[src/sar_dac_params.svh]
//======================================================================
// Width and timing constants for the SAR DAC control pipeline
// Included by the package and by every stage and the top level
//======================================================================

`ifndef SAR_DAC_PARAMS_SVH
`define SAR_DAC_PARAMS_SVH

// Widest code, also one switch vector per capacitor
`define SAR_MAX_BITS 16

// Calibration word, offset nibble low and gain nibble high
`define SAR_CAL_BITS 8

// Nibble value meaning no trim
`define SAR_TRIM_MID 8

// One gain step is code/1024
`define SAR_GAIN_SHIFT 10

// Settling wait in clocks after the switches are driven
`define SAR_SETTLE_CYCLES 8

`endif

[src/sar_dac_pkg.sv]
//======================================================================
// Shared helpers for the SAR DAC pipeline stages
// Resolution decode, full-scale code and saturation to full scale
//======================================================================

`include "sar_dac_params.svh"

package sar_dac_pkg;

    // Resolution select to effective bit count
    // 0 is 12 bits, 1 is 14 bits, anything else is full width
    function automatic logic [4:0] sar_res_bits(input logic [1:0] sel);
        case (sel)
            2'd0:    return 5'd12;
            2'd1:    return 5'd14;
            default: return 5'd16;
        endcase
    endfunction

    // All ones below the resolution, 2^bits - 1
    function automatic logic [`SAR_MAX_BITS-1:0] sar_max_code(input logic [4:0] bits);
        logic [`SAR_MAX_BITS:0] full;
        // One extra bit so that 16 bits does not wrap before the subtract
        full = ({{`SAR_MAX_BITS{1'b0}}, 1'b1} << bits) - 1'b1;
        return full[`SAR_MAX_BITS-1:0];
    endfunction

    // Clamp a signed trim result into 0 .. max code
    function automatic logic [`SAR_MAX_BITS-1:0] sar_sat(
        input logic signed [`SAR_MAX_BITS+1:0] value,
        input logic [4:0]                      bits
    );
        logic [`SAR_MAX_BITS-1:0] max_c;
        max_c = sar_max_code(bits);
        if (value < 0)
            return '0;
        else if (value > $signed({2'b00, max_c}))
            return max_c;
        else
            return value[`SAR_MAX_BITS-1:0];
    endfunction

endpackage

[src/sar_cal_trim.sv]
//======================================================================
// Trim stage of the SAR DAC pipeline
// Holds the calibration word and applies digital offset and gain
// trim, saturated to the full scale of the item's resolution
//======================================================================

`timescale 1ns/1ns

`include "sar_dac_params.svh"

module sar_cal_trim (
    input  logic                     clk_i,
    input  logic                     reset_n_i,
    // From the capture stage
    input  logic                     cap_valid_i,
    output logic                     cap_ready_o,
    input  logic [`SAR_MAX_BITS-1:0] cap_code_i,
    input  logic [4:0]               cap_bits_i,
    input  logic [`SAR_MAX_BITS-1:0] cap_high_i,
    input  logic [`SAR_MAX_BITS-1:0] cap_low_i,
    input  logic [`SAR_MAX_BITS-1:0] cap_mid_i,
    // Calibration load and enable
    input  logic                     cal_valid_i,
    input  logic [`SAR_CAL_BITS-1:0] cal_code_i,
    input  logic                     cal_enable_i,
    // Toward the settle stage
    output logic                     trim_valid_o,
    input  logic                     trim_ready_i,
    output logic [`SAR_MAX_BITS-1:0] trim_level_o,
    output logic [4:0]               trim_bits_o,
    output logic [`SAR_MAX_BITS-1:0] trim_high_o,
    output logic [`SAR_MAX_BITS-1:0] trim_low_o,
    output logic [`SAR_MAX_BITS-1:0] trim_mid_o
);

    import sar_dac_pkg::*;

    localparam int NIB_W = `SAR_CAL_BITS / 2;
    // Accumulator wide enough for code times the largest gain step
    localparam int ACC_W = `SAR_MAX_BITS + 6;
    localparam logic [NIB_W-1:0]  TRIM_MID   = `SAR_TRIM_MID;
    localparam logic signed [4:0] TRIM_MID_S = `SAR_TRIM_MID;

    logic [`SAR_CAL_BITS-1:0] cal_q;
    logic signed [4:0]        gain_step;
    logic signed [4:0]        offset_step;
    logic signed [ACC_W-1:0]  gain_prod;
    logic signed [ACC_W-1:0]  gain_corr;
    logic signed [ACC_W-1:0]  trim_sum;
    logic [`SAR_MAX_BITS-1:0] level_d;
    logic                     take;

    // Calibration word, reset to zero trim on both nibbles
    always_ff @(posedge clk_i or negedge reset_n_i) begin
        if (!reset_n_i) begin
            cal_q <= {TRIM_MID, TRIM_MID};
        end else if (cal_valid_i) begin
            cal_q <= cal_code_i;
        end
    end

    //==================================================================
    // Offset and gain arithmetic
    //==================================================================

    // Nibbles recentred around the midpoint, -8 .. +7
    assign gain_step   = $signed({1'b0, cal_q[`SAR_CAL_BITS-1:NIB_W]}) - TRIM_MID_S;
    assign offset_step = $signed({1'b0, cal_q[NIB_W-1:0]}) - TRIM_MID_S;

    assign gain_prod = $signed({1'b0, cap_code_i}) * gain_step;
    // Arithmetic shift, rounds toward minus infinity
    assign gain_corr = gain_prod >>> `SAR_GAIN_SHIFT;
    assign trim_sum  = $signed({6'b000000, cap_code_i}) + gain_corr + offset_step;

    // Bypass gives the masked code back untouched
    assign level_d = cal_enable_i ? sar_sat(trim_sum[`SAR_MAX_BITS+1:0], cap_bits_i)
                                  : cap_code_i;

    //==================================================================
    // Handshake and register
    //==================================================================

    assign cap_ready_o = !trim_valid_o || trim_ready_i;
    assign take        = cap_valid_i && cap_ready_o;

    always_ff @(posedge clk_i or negedge reset_n_i) begin
        if (!reset_n_i) begin
            trim_valid_o <= 1'b0;
        end else if (cap_ready_o) begin
            trim_valid_o <= cap_valid_i;
        end
    end

    // Switch vectors ride along unchanged
    always_ff @(posedge clk_i) begin
        if (take) begin
            trim_level_o <= level_d;
            trim_bits_o  <= cap_bits_i;
            trim_high_o  <= cap_high_i;
            trim_low_o   <= cap_low_i;
            trim_mid_o   <= cap_mid_i;
        end
    end

    // Trimmed level stays inside the item's full scale
    assert property (@(posedge clk_i) disable iff (!reset_n_i)
        trim_valid_o |-> (trim_level_o <= sar_max_code(trim_bits_o)))
    else $error("trimmed level above full scale");

endmodule

[src/sar_code_capture.sv]
//======================================================================
// Capture stage of the SAR DAC pipeline
// Masks the request code to its resolution and decodes the
// per-capacitor high, low and mid switch vectors into a register
//======================================================================

`timescale 1ns/1ns

`include "sar_dac_params.svh"

module sar_code_capture (
    input  logic                     clk_i,
    input  logic                     reset_n_i,
    // Request side
    input  logic                     in_valid_i,
    output logic                     in_ready_o,
    input  logic [`SAR_MAX_BITS-1:0] in_code_i,
    input  logic [1:0]               in_res_i,
    input  logic                     in_mid_i,
    // Toward the trim stage
    output logic                     cap_valid_o,
    input  logic                     cap_ready_i,
    output logic [`SAR_MAX_BITS-1:0] cap_code_o,
    output logic [4:0]               cap_bits_o,
    output logic [`SAR_MAX_BITS-1:0] cap_high_o,
    output logic [`SAR_MAX_BITS-1:0] cap_low_o,
    output logic [`SAR_MAX_BITS-1:0] cap_mid_o
);

    import sar_dac_pkg::*;

    logic [4:0]               res_bits;
    logic [`SAR_MAX_BITS-1:0] used_mask;
    logic [`SAR_MAX_BITS-1:0] mid_fill;
    logic [`SAR_MAX_BITS-1:0] code_d;
    logic                     take;

    //==================================================================
    // Decode
    //==================================================================

    assign res_bits  = sar_res_bits(in_res_i);
    // Ones on every capacitor the resolution uses
    assign used_mask = sar_max_code(res_bits);
    assign mid_fill  = {`SAR_MAX_BITS{in_mid_i}};

    // Midscale code is the top used bit alone
    assign code_d = in_mid_i ? ({{(`SAR_MAX_BITS-1){1'b0}}, 1'b1} << (res_bits - 5'd1))
                             : (in_code_i & used_mask);

    //==================================================================
    // Handshake and register
    //==================================================================

    // Room when empty or when the held item leaves this cycle
    assign in_ready_o = !cap_valid_o || cap_ready_i;
    assign take       = in_valid_i && in_ready_o;

    always_ff @(posedge clk_i or negedge reset_n_i) begin
        if (!reset_n_i) begin
            cap_valid_o <= 1'b0;
        end else if (in_ready_o) begin
            cap_valid_o <= in_valid_i;
        end
    end

    // Payload loaded only on a transfer
    always_ff @(posedge clk_i) begin
        if (take) begin
            cap_code_o <= code_d;
            cap_bits_o <= res_bits;
            // Used bits follow the code unless midscale is forced
            cap_high_o <= in_code_i & used_mask & ~mid_fill;
            cap_low_o  <= ~in_code_i & used_mask & ~mid_fill;
            // Unused bits always park at mid
            cap_mid_o  <= ~used_mask | mid_fill;
        end
    end

endmodule

[src/sar_dac_top.sv]
//======================================================================
// SAR DAC control pipeline top level
// Chains capture, trim and settle stages on valid/ready hops
//======================================================================

`timescale 1ns/1ns

`include "sar_dac_params.svh"

module sar_dac_top (
    input  logic                     clk_i,
    input  logic                     reset_n_i,
    // Conversion requests
    input  logic                     req_valid_i,
    output logic                     req_ready_o,
    input  logic [`SAR_MAX_BITS-1:0] req_code_i,
    input  logic [1:0]               req_res_i,
    input  logic                     req_mid_i,
    // Calibration
    input  logic                     cal_valid_i,
    input  logic [`SAR_CAL_BITS-1:0] cal_code_i,
    input  logic                     cal_enable_i,
    // Settled result and array switches
    output logic                     out_valid_o,
    input  logic                     out_ready_i,
    output logic [`SAR_MAX_BITS-1:0] out_level_o,
    output logic [`SAR_MAX_BITS-1:0] sw_high_o,
    output logic [`SAR_MAX_BITS-1:0] sw_low_o,
    output logic [`SAR_MAX_BITS-1:0] sw_mid_o,
    output logic                     busy_o
);

    // Capture to trim
    logic                     cap_valid;
    logic                     cap_ready;
    logic [`SAR_MAX_BITS-1:0] cap_code;
    logic [4:0]               cap_bits;
    logic [`SAR_MAX_BITS-1:0] cap_high;
    logic [`SAR_MAX_BITS-1:0] cap_low;
    logic [`SAR_MAX_BITS-1:0] cap_mid;

    // Trim to settle
    logic                     trim_valid;
    logic                     trim_ready;
    logic [`SAR_MAX_BITS-1:0] trim_level;
    logic [4:0]               trim_bits;
    logic [`SAR_MAX_BITS-1:0] trim_high;
    logic [`SAR_MAX_BITS-1:0] trim_low;
    logic [`SAR_MAX_BITS-1:0] trim_mid;

    sar_code_capture u_capture (
        .clk_i       (clk_i),
        .reset_n_i   (reset_n_i),
        .in_valid_i  (req_valid_i),
        .in_ready_o  (req_ready_o),
        .in_code_i   (req_code_i),
        .in_res_i    (req_res_i),
        .in_mid_i    (req_mid_i),
        .cap_valid_o (cap_valid),
        .cap_ready_i (cap_ready),
        .cap_code_o  (cap_code),
        .cap_bits_o  (cap_bits),
        .cap_high_o  (cap_high),
        .cap_low_o   (cap_low),
        .cap_mid_o   (cap_mid)
    );

    sar_cal_trim u_trim (
        .clk_i        (clk_i),
        .reset_n_i    (reset_n_i),
        .cap_valid_i  (cap_valid),
        .cap_ready_o  (cap_ready),
        .cap_code_i   (cap_code),
        .cap_bits_i   (cap_bits),
        .cap_high_i   (cap_high),
        .cap_low_i    (cap_low),
        .cap_mid_i    (cap_mid),
        .cal_valid_i  (cal_valid_i),
        .cal_code_i   (cal_code_i),
        .cal_enable_i (cal_enable_i),
        .trim_valid_o (trim_valid),
        .trim_ready_i (trim_ready),
        .trim_level_o (trim_level),
        .trim_bits_o  (trim_bits),
        .trim_high_o  (trim_high),
        .trim_low_o   (trim_low),
        .trim_mid_o   (trim_mid)
    );

    sar_settle_timer u_settle (
        .clk_i        (clk_i),
        .reset_n_i    (reset_n_i),
        .trim_valid_i (trim_valid),
        .trim_ready_o (trim_ready),
        .trim_level_i (trim_level),
        .trim_bits_i  (trim_bits),
        .trim_high_i  (trim_high),
        .trim_low_i   (trim_low),
        .trim_mid_i   (trim_mid),
        .out_valid_o  (out_valid_o),
        .out_ready_i  (out_ready_i),
        .out_level_o  (out_level_o),
        .sw_high_o    (sw_high_o),
        .sw_low_o     (sw_low_o),
        .sw_mid_o     (sw_mid_o),
        .busy_o       (busy_o)
    );

endmodule

[src/sar_settle_timer.sv]
//======================================================================
// Settle stage of the SAR DAC pipeline
// Drives the switch vectors to the array on accept, waits the fixed
// settling interval and then offers the level on the output handshake
//======================================================================

`timescale 1ns/1ns

`include "sar_dac_params.svh"

module sar_settle_timer (
    input  logic                     clk_i,
    input  logic                     reset_n_i,
    // From the trim stage
    input  logic                     trim_valid_i,
    output logic                     trim_ready_o,
    input  logic [`SAR_MAX_BITS-1:0] trim_level_i,
    input  logic [4:0]               trim_bits_i,
    input  logic [`SAR_MAX_BITS-1:0] trim_high_i,
    input  logic [`SAR_MAX_BITS-1:0] trim_low_i,
    input  logic [`SAR_MAX_BITS-1:0] trim_mid_i,
    // Output handshake and array switches
    output logic                     out_valid_o,
    input  logic                     out_ready_i,
    output logic [`SAR_MAX_BITS-1:0] out_level_o,
    output logic [`SAR_MAX_BITS-1:0] sw_high_o,
    output logic [`SAR_MAX_BITS-1:0] sw_low_o,
    output logic [`SAR_MAX_BITS-1:0] sw_mid_o,
    output logic                     busy_o
);

    import sar_dac_pkg::*;

    localparam int CNT_W = $clog2(`SAR_SETTLE_CYCLES + 1);
    localparam logic [CNT_W-1:0] CNT_LOAD = CNT_W'(`SAR_SETTLE_CYCLES - 1);

    logic [CNT_W-1:0] cnt_q;
    logic [4:0]       bits_q;
    logic             deliver;
    logic             take;

    assign deliver = out_valid_o && out_ready_i;
    // One item at a time, refilled on the delivery cycle
    assign trim_ready_o = !busy_o || deliver;
    assign take         = trim_valid_i && trim_ready_o;

    //==================================================================
    // Settle FSM and switch drive
    //==================================================================

    always_ff @(posedge clk_i or negedge reset_n_i) begin
        if (!reset_n_i) begin
            busy_o      <= 1'b0;
            out_valid_o <= 1'b0;
            cnt_q       <= '0;
            sw_high_o   <= '0;
            sw_low_o    <= '0;
            // Array parks at midscale out of reset
            sw_mid_o    <= '1;
        end else if (take) begin
            busy_o      <= 1'b1;
            out_valid_o <= 1'b0;
            cnt_q       <= CNT_LOAD;
            sw_high_o   <= trim_high_i;
            sw_low_o    <= trim_low_i;
            sw_mid_o    <= trim_mid_i;
        end else if (deliver) begin
            busy_o      <= 1'b0;
            out_valid_o <= 1'b0;
        end else if (busy_o && !out_valid_o) begin
            // Level shows exactly SAR_SETTLE_CYCLES clocks after accept
            if (cnt_q == '0)
                out_valid_o <= 1'b1;
            else
                cnt_q <= cnt_q - 1'b1;
        end
    end

    // Level and resolution held with the item
    always_ff @(posedge clk_i) begin
        if (take) begin
            out_level_o <= trim_level_i;
            bits_q      <= trim_bits_i;
        end
    end

    // Offered level holds until the consumer takes it
    assert property (@(posedge clk_i) disable iff (!reset_n_i)
        (out_valid_o && !out_ready_i) |=> (out_valid_o && $stable(out_level_o)))
    else $error("output level dropped or changed before transfer");

    // Capacitors above the resolution reach the array at mid
    assert property (@(posedge clk_i) disable iff (!reset_n_i)
        out_valid_o |-> ((sw_mid_o | sar_max_code(bits_q)) == '1))
    else $error("unused capacitor not parked at mid");

endmodule

[config.mk]
export PLATFORM = sky130hd
export DESIGN_NAME = sar_dac_top
export DESIGN_NICKNAME = d
export VERILOG_FILES = /design/src/sar_dac_pkg.sv /design/src/sar_cal_trim.sv /design/src/sar_code_capture.sv /design/src/sar_dac_top.sv /design/src/sar_settle_timer.sv
export VERILOG_INCLUDE_DIRS = /design/src
export SDC_FILE = /design/constraint.sdc
export NUM_CORES = 1
export LEC_CHECK = 0
export BUFFER_PORTS_ARGS = -buffer_cell sky130_fd_sc_hd__buf_2
export CORE_MARGIN = 3
export CORE_UTILIZATION = 50
export CTS_CLUSTER_SIZE = 12
export DETAILED_ROUTE_END_ITERATION = 16
export MAX_ROUTING_LAYER = met4
export PLACE_DENSITY = 0.66
export SETUP_SLACK_MARGIN = 0.02
export SYNTH_ARGS = -nofsm -noshare
export SYNTH_HDL_FRONTEND = slang
export SYNTH_SLANG_ARGS = --single-unit
export TNS_END_PERCENT = 100
[constraint.sdc]
create_clock -name clk_i -period 27.3 [get_ports clk_i]
set_clock_uncertainty 0.05 [all_clocks]
set_input_delay 2.73 -clock clk_i [delete_from_list [all_inputs] [get_ports clk_i]]
set_output_delay 2.73 -clock clk_i [all_outputs]
set_load 0.02 [all_outputs]
---- Word level (Yosys, flattened, before mapping) ----
Index checks and enable logic that the tools add are counted.
word-level totals
  bits in registers ....................... 213
  bits of input ports ..................... 33
  output and inout port bits .............. 67
  logic and storage cells ................. 79
cells by class
  $add $sub $neg .......................... 8
  multipliers ............................. 1
  magnitude comparators ................... 2
  equal/unequal tests ..................... 3
  shift operators ......................... 3
  muxes and demuxes ....................... 15
  bitwise gates (word level) .............. 8
  reduce and logical (&&, ||, !) cells .... 20
operators with widths
  cell                                                         count
  bitwise AND 16 bit                                           4
  two-way mux 16 bit                                           4
  inverter 16 bit                                              3
  left shift 1 x 5 -> 16 bit, first input constant             3
  subtractor 16 x 1 -> 16 bit, second input constant           2
  multiplier 17 x 5 -> 22 bit                                  1
  adder 17 x 12 -> 18 bit                                      1
  adder 18 x 5 -> 18 bit                                       1
  > comparator 18 x 17 -> 1 bit                                1
  less-than comparator 18 x 1 -> 1 bit, second input constant  1
  two-way mux 4 bit                                            4
  bitwise OR 16 bit                                            1
  case mux 5 bit (2 select lines)                              1
  subtractor 4 x 4 -> 5 bit, second input constant             2
  two-way mux 1 bit                                            6
  nonzero test 3 bit                                           2
  logical AND 1 bit                                            5
  subtractor 5 x 1 -> 5 bit, second input constant             1
  zero test 1 bit                                              4
  zero test 4 bit                                              1
  nonzero test 2 bit                                           2
  subtractor 4 x 1 -> 4 bit, second input constant             1
  logical OR 1 bit                                             3
  AND reduction 3 bit                                          1
  5 further kinds                                              5

---- Logic depth before layout (Yosys ltp) ----
Gate-level depths: netlist of the first run.
  depth after elaboration ................. 8
  gate-level depth with buffers ........... 35
  mapped depth without buffers ............ 33

---- Hierarchy ----
Synthesis of the first run repeated with hierarchy kept, for this count alone.
second synthesis, totals
  cell total of the unflattened synthesis .. 983
  area total of the unflattened synthesis .. 12,016.5 um^2
by module, submodules not included
  module            instances  cells each  area each (um^2)  sequential area each (um^2)
  sar_cal_trim      1          685         7,065.5           2,299.7
  sar_settle_timer  1          150         2,656.3           1,851.8
  sar_code_capture  1          148         2,294.7           1,796.7

---- Worst setup path before layout of the first run ----
OpenSTA, ideal clock, no wires.
  path kind ............................... reg2reg
  from .................................... register u_trim.cal_q[7]
  to ...................................... register u_trim.trim_level_o[3] (data pin)
  setup time .............................. 0.267 ns
  data arrival time ....................... 8.217 ns
  required time ........................... 26.983 ns
  slack ................................... 18.766 ns
  cell stages (with the launch flop) ...... 34
  buffers on the path ..................... 3
  period minus slack after synthesis ...... 8.534 ns
  path through ............................ dfstp_2 clkbuf_1 buf_1 nor2_1 fa_1 fa_1 inv_1 fa_1 inv_1 ha_1 a21o_1 a221o_1 a31o_4 a221oi_4 o2111ai_2 a21oi_2 xor2_1 fa_1 inv_1 ha_1 nand2_1 nor2_1 a21oi_1 o31ai_1 o41ai_1 xnor2_1 ha_1 nand4_1 o21bai_1 a21oi_1 nor2_8 buf_12 mux2i_1 o22ai_1
on the way
  longest elaborated chain between the ends .. 8
  elaborated cells between the ends (all ways) .. 9
  classes of those cells .................. add/sub (3); mul (1); order compare (2); mux (3)
ends and longest elaborated chain
  element                          RTL line            text
  from (decl)                      sar_cal_trim.sv:44  logic [`SAR_CAL_BITS-1:0] cal_q;
  from (signal assigned)           sar_cal_trim.sv:56  cal_q <= {TRIM_MID, TRIM_MID};
  from (signal assigned)           sar_cal_trim.sv:58  cal_q <= cal_code_i;
  subtractor 4 x 4 -> 5 bit (*)    sar_cal_trim.sv:67  assign gain_step = $signed({1'b0, cal_q[`SAR_CAL_BITS-1:NIB_W]}) - TRIM_MID_S;
  multiplier 17 x 5 -> 22 bit (*)  sar_cal_trim.sv:70  assign gain_prod = $signed({1'b0, cap_code_i}) * gain_step;
  adder 17 x 12 -> 18 bit (*)      sar_cal_trim.sv:73  assign trim_sum = $signed({6'b000000, cap_code_i}) + gain_corr + offset_step;
  adder 18 x 5 -> 18 bit (*)       sar_cal_trim.sv:73
  > comparator 18 x 17 -> 1 bit    sar_dac_pkg.sv:37   else if (value > $signed({2'b00, max_c}))
  two-way mux 16 bit               sar_dac_pkg.sv:37
  two-way mux 16 bit (*)           sar_dac_pkg.sv:35   if (value < 0)
  two-way mux 16 bit (*)           sar_cal_trim.sv:76  assign level_d = cal_enable_i ? sar_sat(trim_sum[`SAR_MAX_BITS+1:0], cap_bits_i)
  named net u_trim.level_d[3]      sar_cal_trim.sv:50  logic [`SAR_MAX_BITS-1:0] level_d;
  to (signal assigned)             sar_cal_trim.sv:97  trim_level_o <= level_d;
  to (decl)                        sar_cal_trim.sv:29  output logic [`SAR_MAX_BITS-1:0] trim_level_o,
The timed path passes the listed nets; every way through them passes the cells marked *.
A chain may end at the register's enable or synchronous reset.

---- Final worst setup path of the first run ----
  from .................................... register u_trim.cal_q[7]
  to ...................................... register u_trim.trim_level_o[0] (data pin)
Same word-level chain as after synthesis.

==> results.cfg, run 1 <==
[yosys]
synth_flop_cell = edfxtp_1
yosysWarnings = 0
ys_seq_area_share_pct = 50.1
synth_top_area_share_pct = 36.3
synthCells = 1014
synthDistinctLibCells = 57
mappedNetlistArea_mm2 = 0.0112
synthTopCellsByArea = edfxtp_1 (36%), fa_1 (11%), dfrtp_1 (10%)
synthArstFlopShare_pct = 31.0
synth_edf_count = 136
syn_avg_cell_area_um2 = 11.1
yosys.area.top_type = edfxtp_1
ys_seq_elements = 197

[setup_path]
crit_type = reg -> reg
worstReg2RegStart = u_trim.cal_q[7]
arrival_ps = 9800
endpoint_kind = register
worstPathRequired_ps = 27420
worstSetupStartpoint = u_trim.cal_q[7]
worstPathMaxFanout = 27
worst_path_most_repeated_cell = fa_1
cp_slowest_stage_delay_ps = 840
start_kind = register
critPathSlowestCell = dfstp_2

[timing]
max_freq_mhz = 103
worst_pin_slew_ps = 1030
relSlewSlack_pct = 31.1
setup_viol = 0
finalSetupTns_ps = 0
rsz0062_at_grt = no
hold_viol = 0
slew_violations = 0
finalCritPeriodShare_pct = 35.4
period_needed_ps = 9680
holdWs_ps = 366

[drt]
dr.pass1.iters = 5
drtAntennaViolNets = 0
wire_per_inst_um = 15.9
finalWirelength_mm = 22.2
drc = 0
dr_total_vias = 7112
vias_per_cell = 5.10
drtIter0Drc = 401

[clocking]
clk_path_buf_depth = 2
clk_pin_slew_ps = 80
cts.sinks = 197
cts_tree = built
cts_root_buf = clkbuf_16
cts_hold_buf = 0
cts_buffers = 17
post_cts_buffers = 0
cts_resized = 0
htreeDepth = 4
insertion_delay_ps = 450

[placement]
gp_congestion = 0.902
io_buffers = 99
hpwlAfterDp_mm = 16.2

[grt]
grt_overflow = 0
antenna_found_initial = 0
grt_usage_pct = 20.0
grt_pass1_vias = 7288
grt_max_degree = 62
grt_pass1_wl_mm = 37.1

[finish]
nets = 1271
syn_to_final_growth_pct = 11.8
final_cell_mix = nand2_1 (169), inv_1 (148), edfxtp_1 (136)
layout_commonest_cell = nand2_1
n_antenna_cell = 0
final_util_pct = 57.2
drive_gt1_share_pct = 15.4

[die]
start_util_pct = 51.2
die_h_um = 156
io_pins = 100
rows = 54
dieArea_mm2 = 0.0243
fp.coreArea_mm2 = 0.0220
die_width_um = 156

[hold_path]
hp-class = reg -> reg
min_from = u_capture.cap_low_o[7]

[status]
run_status = finished clean

[run]
drv_cap = 0
## layer usage
metal / up-vias / routed length [µm] / global-route usage [%]
li1: 3480 / - / -
met1: 3485 / 10100 / 25.5
met2: 120 / 11100 / 33.6
met3: 27 / 680 / 3.08
met4: 0 / 389 / 5.55
met5: - / 0 / -
## flip-flops by register name, summed over array words and instances, names as in the netlist, 3 cells and up
register	count
u_settle.sw_low_o	16
u_settle.sw_high_o	16
u_capture.cap_low_o	16
u_settle.out_level_o	16
u_trim.trim_high_o	16
u_trim.trim_level_o	16
u_capture.cap_mid_o	13
u_trim.cal_q	8
u_capture.cap_high_o	16
u_settle.sw_mid_o	13
u_capture.cap_bits_o	3
u_trim.trim_low_o	16
u_capture.cap_code_o	11
u_trim.trim_mid_o	13
u_settle.cnt_q	4
## worst paths after layout
kind	to	slack [ps]	cells after the start
min	u_trim.trim_low_o[7]	370	0
max in group asynchronous	u_settle.sw_low_o[15]	24250	2
min in group asynchronous	u_settle.sw_low_o[4]	2420	2
min reg2reg	u_trim.trim_low_o[7]	370	0
max	u_trim.trim_level_o[0]	17630	31
max reg2reg	u_trim.trim_level_o[0]	17630	31
## area by class of cell
class,instances,area (µm²)
fill,1870,9390
timing repair buffer,104,533
clock buffer,18,429
clock inverter,14,175
tap,280,350
inverter,150,563
sequential,197,5630
multi-input combinational,631,4890
## cells by family (layout without fill, tap and decap cells)
kind of cell / after synthesis / count (layout) / synth area share [%]
other cells: 1 / 2 / 0.0334
fa+ha+maj: 137 / 137 / 19.3
mux: 14 / 14 / 1.28
simple gates: 340 / 340 / 13.6
xor+xnor: 31 / 31 / 2.58
flops: 197 / 197 / 50.1
buf+inv: 187 / 286 / 6.52
compound gates: 107 / 107 / 6.61
## worst max-delay path: cells and delay by family (launching register included)
family	cells	cell delay, ps
adders and majority gates	7	2940
DFF	1	840
buffers and inverters	3	560
xor gates and xnor gates	2	700
AOI/OAI and AO/OA	13	3510
and+or+nand+nor	6	770
## synth_stat cells (2+ instances only)
master / n
inv_1: 149
dfrtp_1: 46
and2_1: 43
and3_1: 4
mux2i_1: 11
nand4_1: 5
or2_2: 4
fa_1: 60
buf_4: 3
a211oi_1: 3
a31oi_1: 3
a21o_1: 10
ha_1: 77
nand2_1: 169
o22ai_1: 15
o31ai_1: 7
nor2_1: 71
nand2b_1: 10
dfstp_2: 15
clkbuf_1: 27
a221o_1: 2
xor2_1: 9
nand3_1: 9
edfxtp_1: 136
xnor2_1: 21
buf_2: 3
o21ai_0: 17
mux2_2: 3
or3_1: 3
o21bai_1: 7
a21oi_1: 25
nor4_1: 2
buf_1: 3
o21a_1: 4
nor2b_1: 16
## stage by stage
stage | setup WS (ps) | instance area (µm²) | std cells
final | 17630 | 12600 | 1394
after global routing | 16860 | 12600 | 1394
after CTS | 17690 | 12600 | 1394
after detailed placement | 17740 | 12000 | 1362
after global placement | 18140 | 12000 | 1362
after floorplan | 18770 | 11200 | 1015
Power of run 1 is left out: the tool's default activity adds up to more than one toggle a clock period on the data nets, which glitch-free logic cannot reach.
==> inputs of run 2 (changes only) <==
Clock period 27.3 ns to 8.96 ns, I/O delays scaled along.
==> run 2 against run 1 <==
Net effect:
- final cell count grew 1.1%
- die area is the same
- sequential share of layout area down 0.76 points
- worst hold slack worse by 4.5 ps
- flip-flop and latch count is the same
- global-route usage shrank 0.064 points
- critical endpoint is now u_trim.trim_level_o[8]
- largest cell class unchanged
==> results.cfg, run 2 (synthesis gave the netlist of run 1 again) <==
[finish]
nFillCells = 1856
syn_to_final_growth_pct = 13.8
nets = 1287
final_cell_mix = nand2_1 (169), inv_1 (148), edfxtp_1 (136)
drive_gt1_share_pct = 17.3
n_antenna_cell = 0
layout_commonest_cell = nand2_1
final_util_pct = 58.3

[drt]
drtAntennaViolNets = 0
dr_total_vias = 7249
vias_per_cell = 5.14
dr.pass1.iters = 6
drc = 0
drtIter0Drc = 545
wire_per_inst_um = 15.7
finalWirelength_mm = 22.1

[hold_path]
min_from = u_capture.cap_low_o[5]
hp-class = reg -> reg

[timing]
worst_pin_slew_ps = 854
relSlewSlack_pct = 43.0
slew_violations = 0
period_needed_ps = 8590
setup_viol = 0
finalCritPeriodShare_pct = 95.9
holdWs_ps = 361
max_freq_mhz = 116
rsz0062_at_grt = no
fin_ws_ps = 368
hold_viol = 0

[die]
die_width_um = 156
fp.coreArea_mm2 = 0.0220
rows = 54
start_util_pct = 51.2
io_pins = 100
dieArea_mm2 = 0.0243
die_h_um = 156

[placement]
gp_congestion = 0.915
hpwlAfterDp_mm = 15.8
dpl_worst_slack_ps = -135
io_buffers = 99

[grt]
grt_pass1_wl_mm = 37.3
busiest_layer = met2
grt_usage_pct = 20.0
grt_max_degree = 62
antenna_found_initial = 0
grt_pass1_vias = 7221
met2_usage_pct = 32.6
grtUsageMet3_pct = 2.88
use_met1_pct = 26.3
grt_overflow = 0

[run]
drv_cap = 0

[setup_path]
arrival_ps = 8710
worstReg2RegStart = u_trim.cal_q[7]
crit_type = reg -> reg
endpoint_kind = register
worstSetupStartpoint = u_trim.cal_q[7]
cp_slowest_stage_delay_ps = 690
start_kind = register
critPathSlowestCell = dfstp_4
worstPathRequired_ps = 9070
worstPathMaxFanout = 8

[clocking]
clk_pin_slew_ps = 90
cts_tree = built
clk_path_buf_depth = 2
cts_root_buf = clkbuf_16
cts_buffers = 17
insertion_delay_ps = 440
cts.sinks = 197
cts_hold_buf = 0
htreeDepth = 4

[status]
run_status = finished clean
run 2: cell types whose count changed in the layout (fill, tap and decap cells not counted), moves of 2 or more:
cell     before  now
buf_4         5   20
inv_12        1    6
a21oi_1      25   22
a21oi_4       0    2
inv_8         3    1
run 2: through the flow:
step | TNS [ps] | cell area (µm²) | std cells
after floorplan | 0 | 11200 | 1015
after global placement | 0 | 12000 | 1369
after detailed placement | -535 | 12000 | 1369
after CTS | 0 | 12700 | 1401
after global routing | 0 | 12800 | 1410
final | 0 | 12800 | 1410
run 2: worst max-delay path, delay by kind of cell (launching register included):
family | cells | cell delay [ps]
flip-flops | 1 | 690
AND/OR/NAND/NOR | 4 | 740
adder cells (fa/ha/maj) | 7 | 2770
multiplexers | 1 | 220
AO/OA/AOI/OAI | 13 | 2940
XOR/XNOR | 2 | 460
buffers and inverters | 6 | 480
run 2: final cells by class:
cell class / count / area, µm² / area share (%)
clock buffers: 17 / 425 / 3.33
clock inverters: 15 / 220 / 1.72
inverters: 150 / 567 / 4.43
multi-input cells: 632 / 4950 / 38.7
flip-flops and latches: 197 / 5630 / 44.0
well taps: 280 / 350 / 2.74
repair buffers: 119 / 646 / 5.05
run 2: per-layer routing:
metal	wire length, µm	up-vias	share of wire [%]
met5	0	-	0
met4	259	0	1.2
met3	824	20	3.7
met2	11000	146	50
met1	9990	3567	45
li1	-	3516	-
run 2: timing repair:
item | in CTS | in global routing
endpoints found under the hold margin | 0 | 0
setup buffers | 0 | 8
pin swaps | 0 | 6
cloned | 0 | 1
resized for setup | 1 | 10
setup endpoints to repair | 16 | 16
run 2: final timing paths:
path	endpoint	slack, ps	depth (start not counted)
setup / recovery	u_trim.trim_level_o[8]	370	33
hold / removal	u_trim.trim_low_o[5]	360	0
setup reg to reg	u_trim.trim_level_o[8]	370	33
hold reg to reg	u_trim.trim_low_o[5]	360	0
max in group asynchronous	u_settle.sw_high_o[14]	7720	2
min in group asynchronous	u_settle.sw_low_o[4]	590	2
Power of run 2 is left out for the same reason.
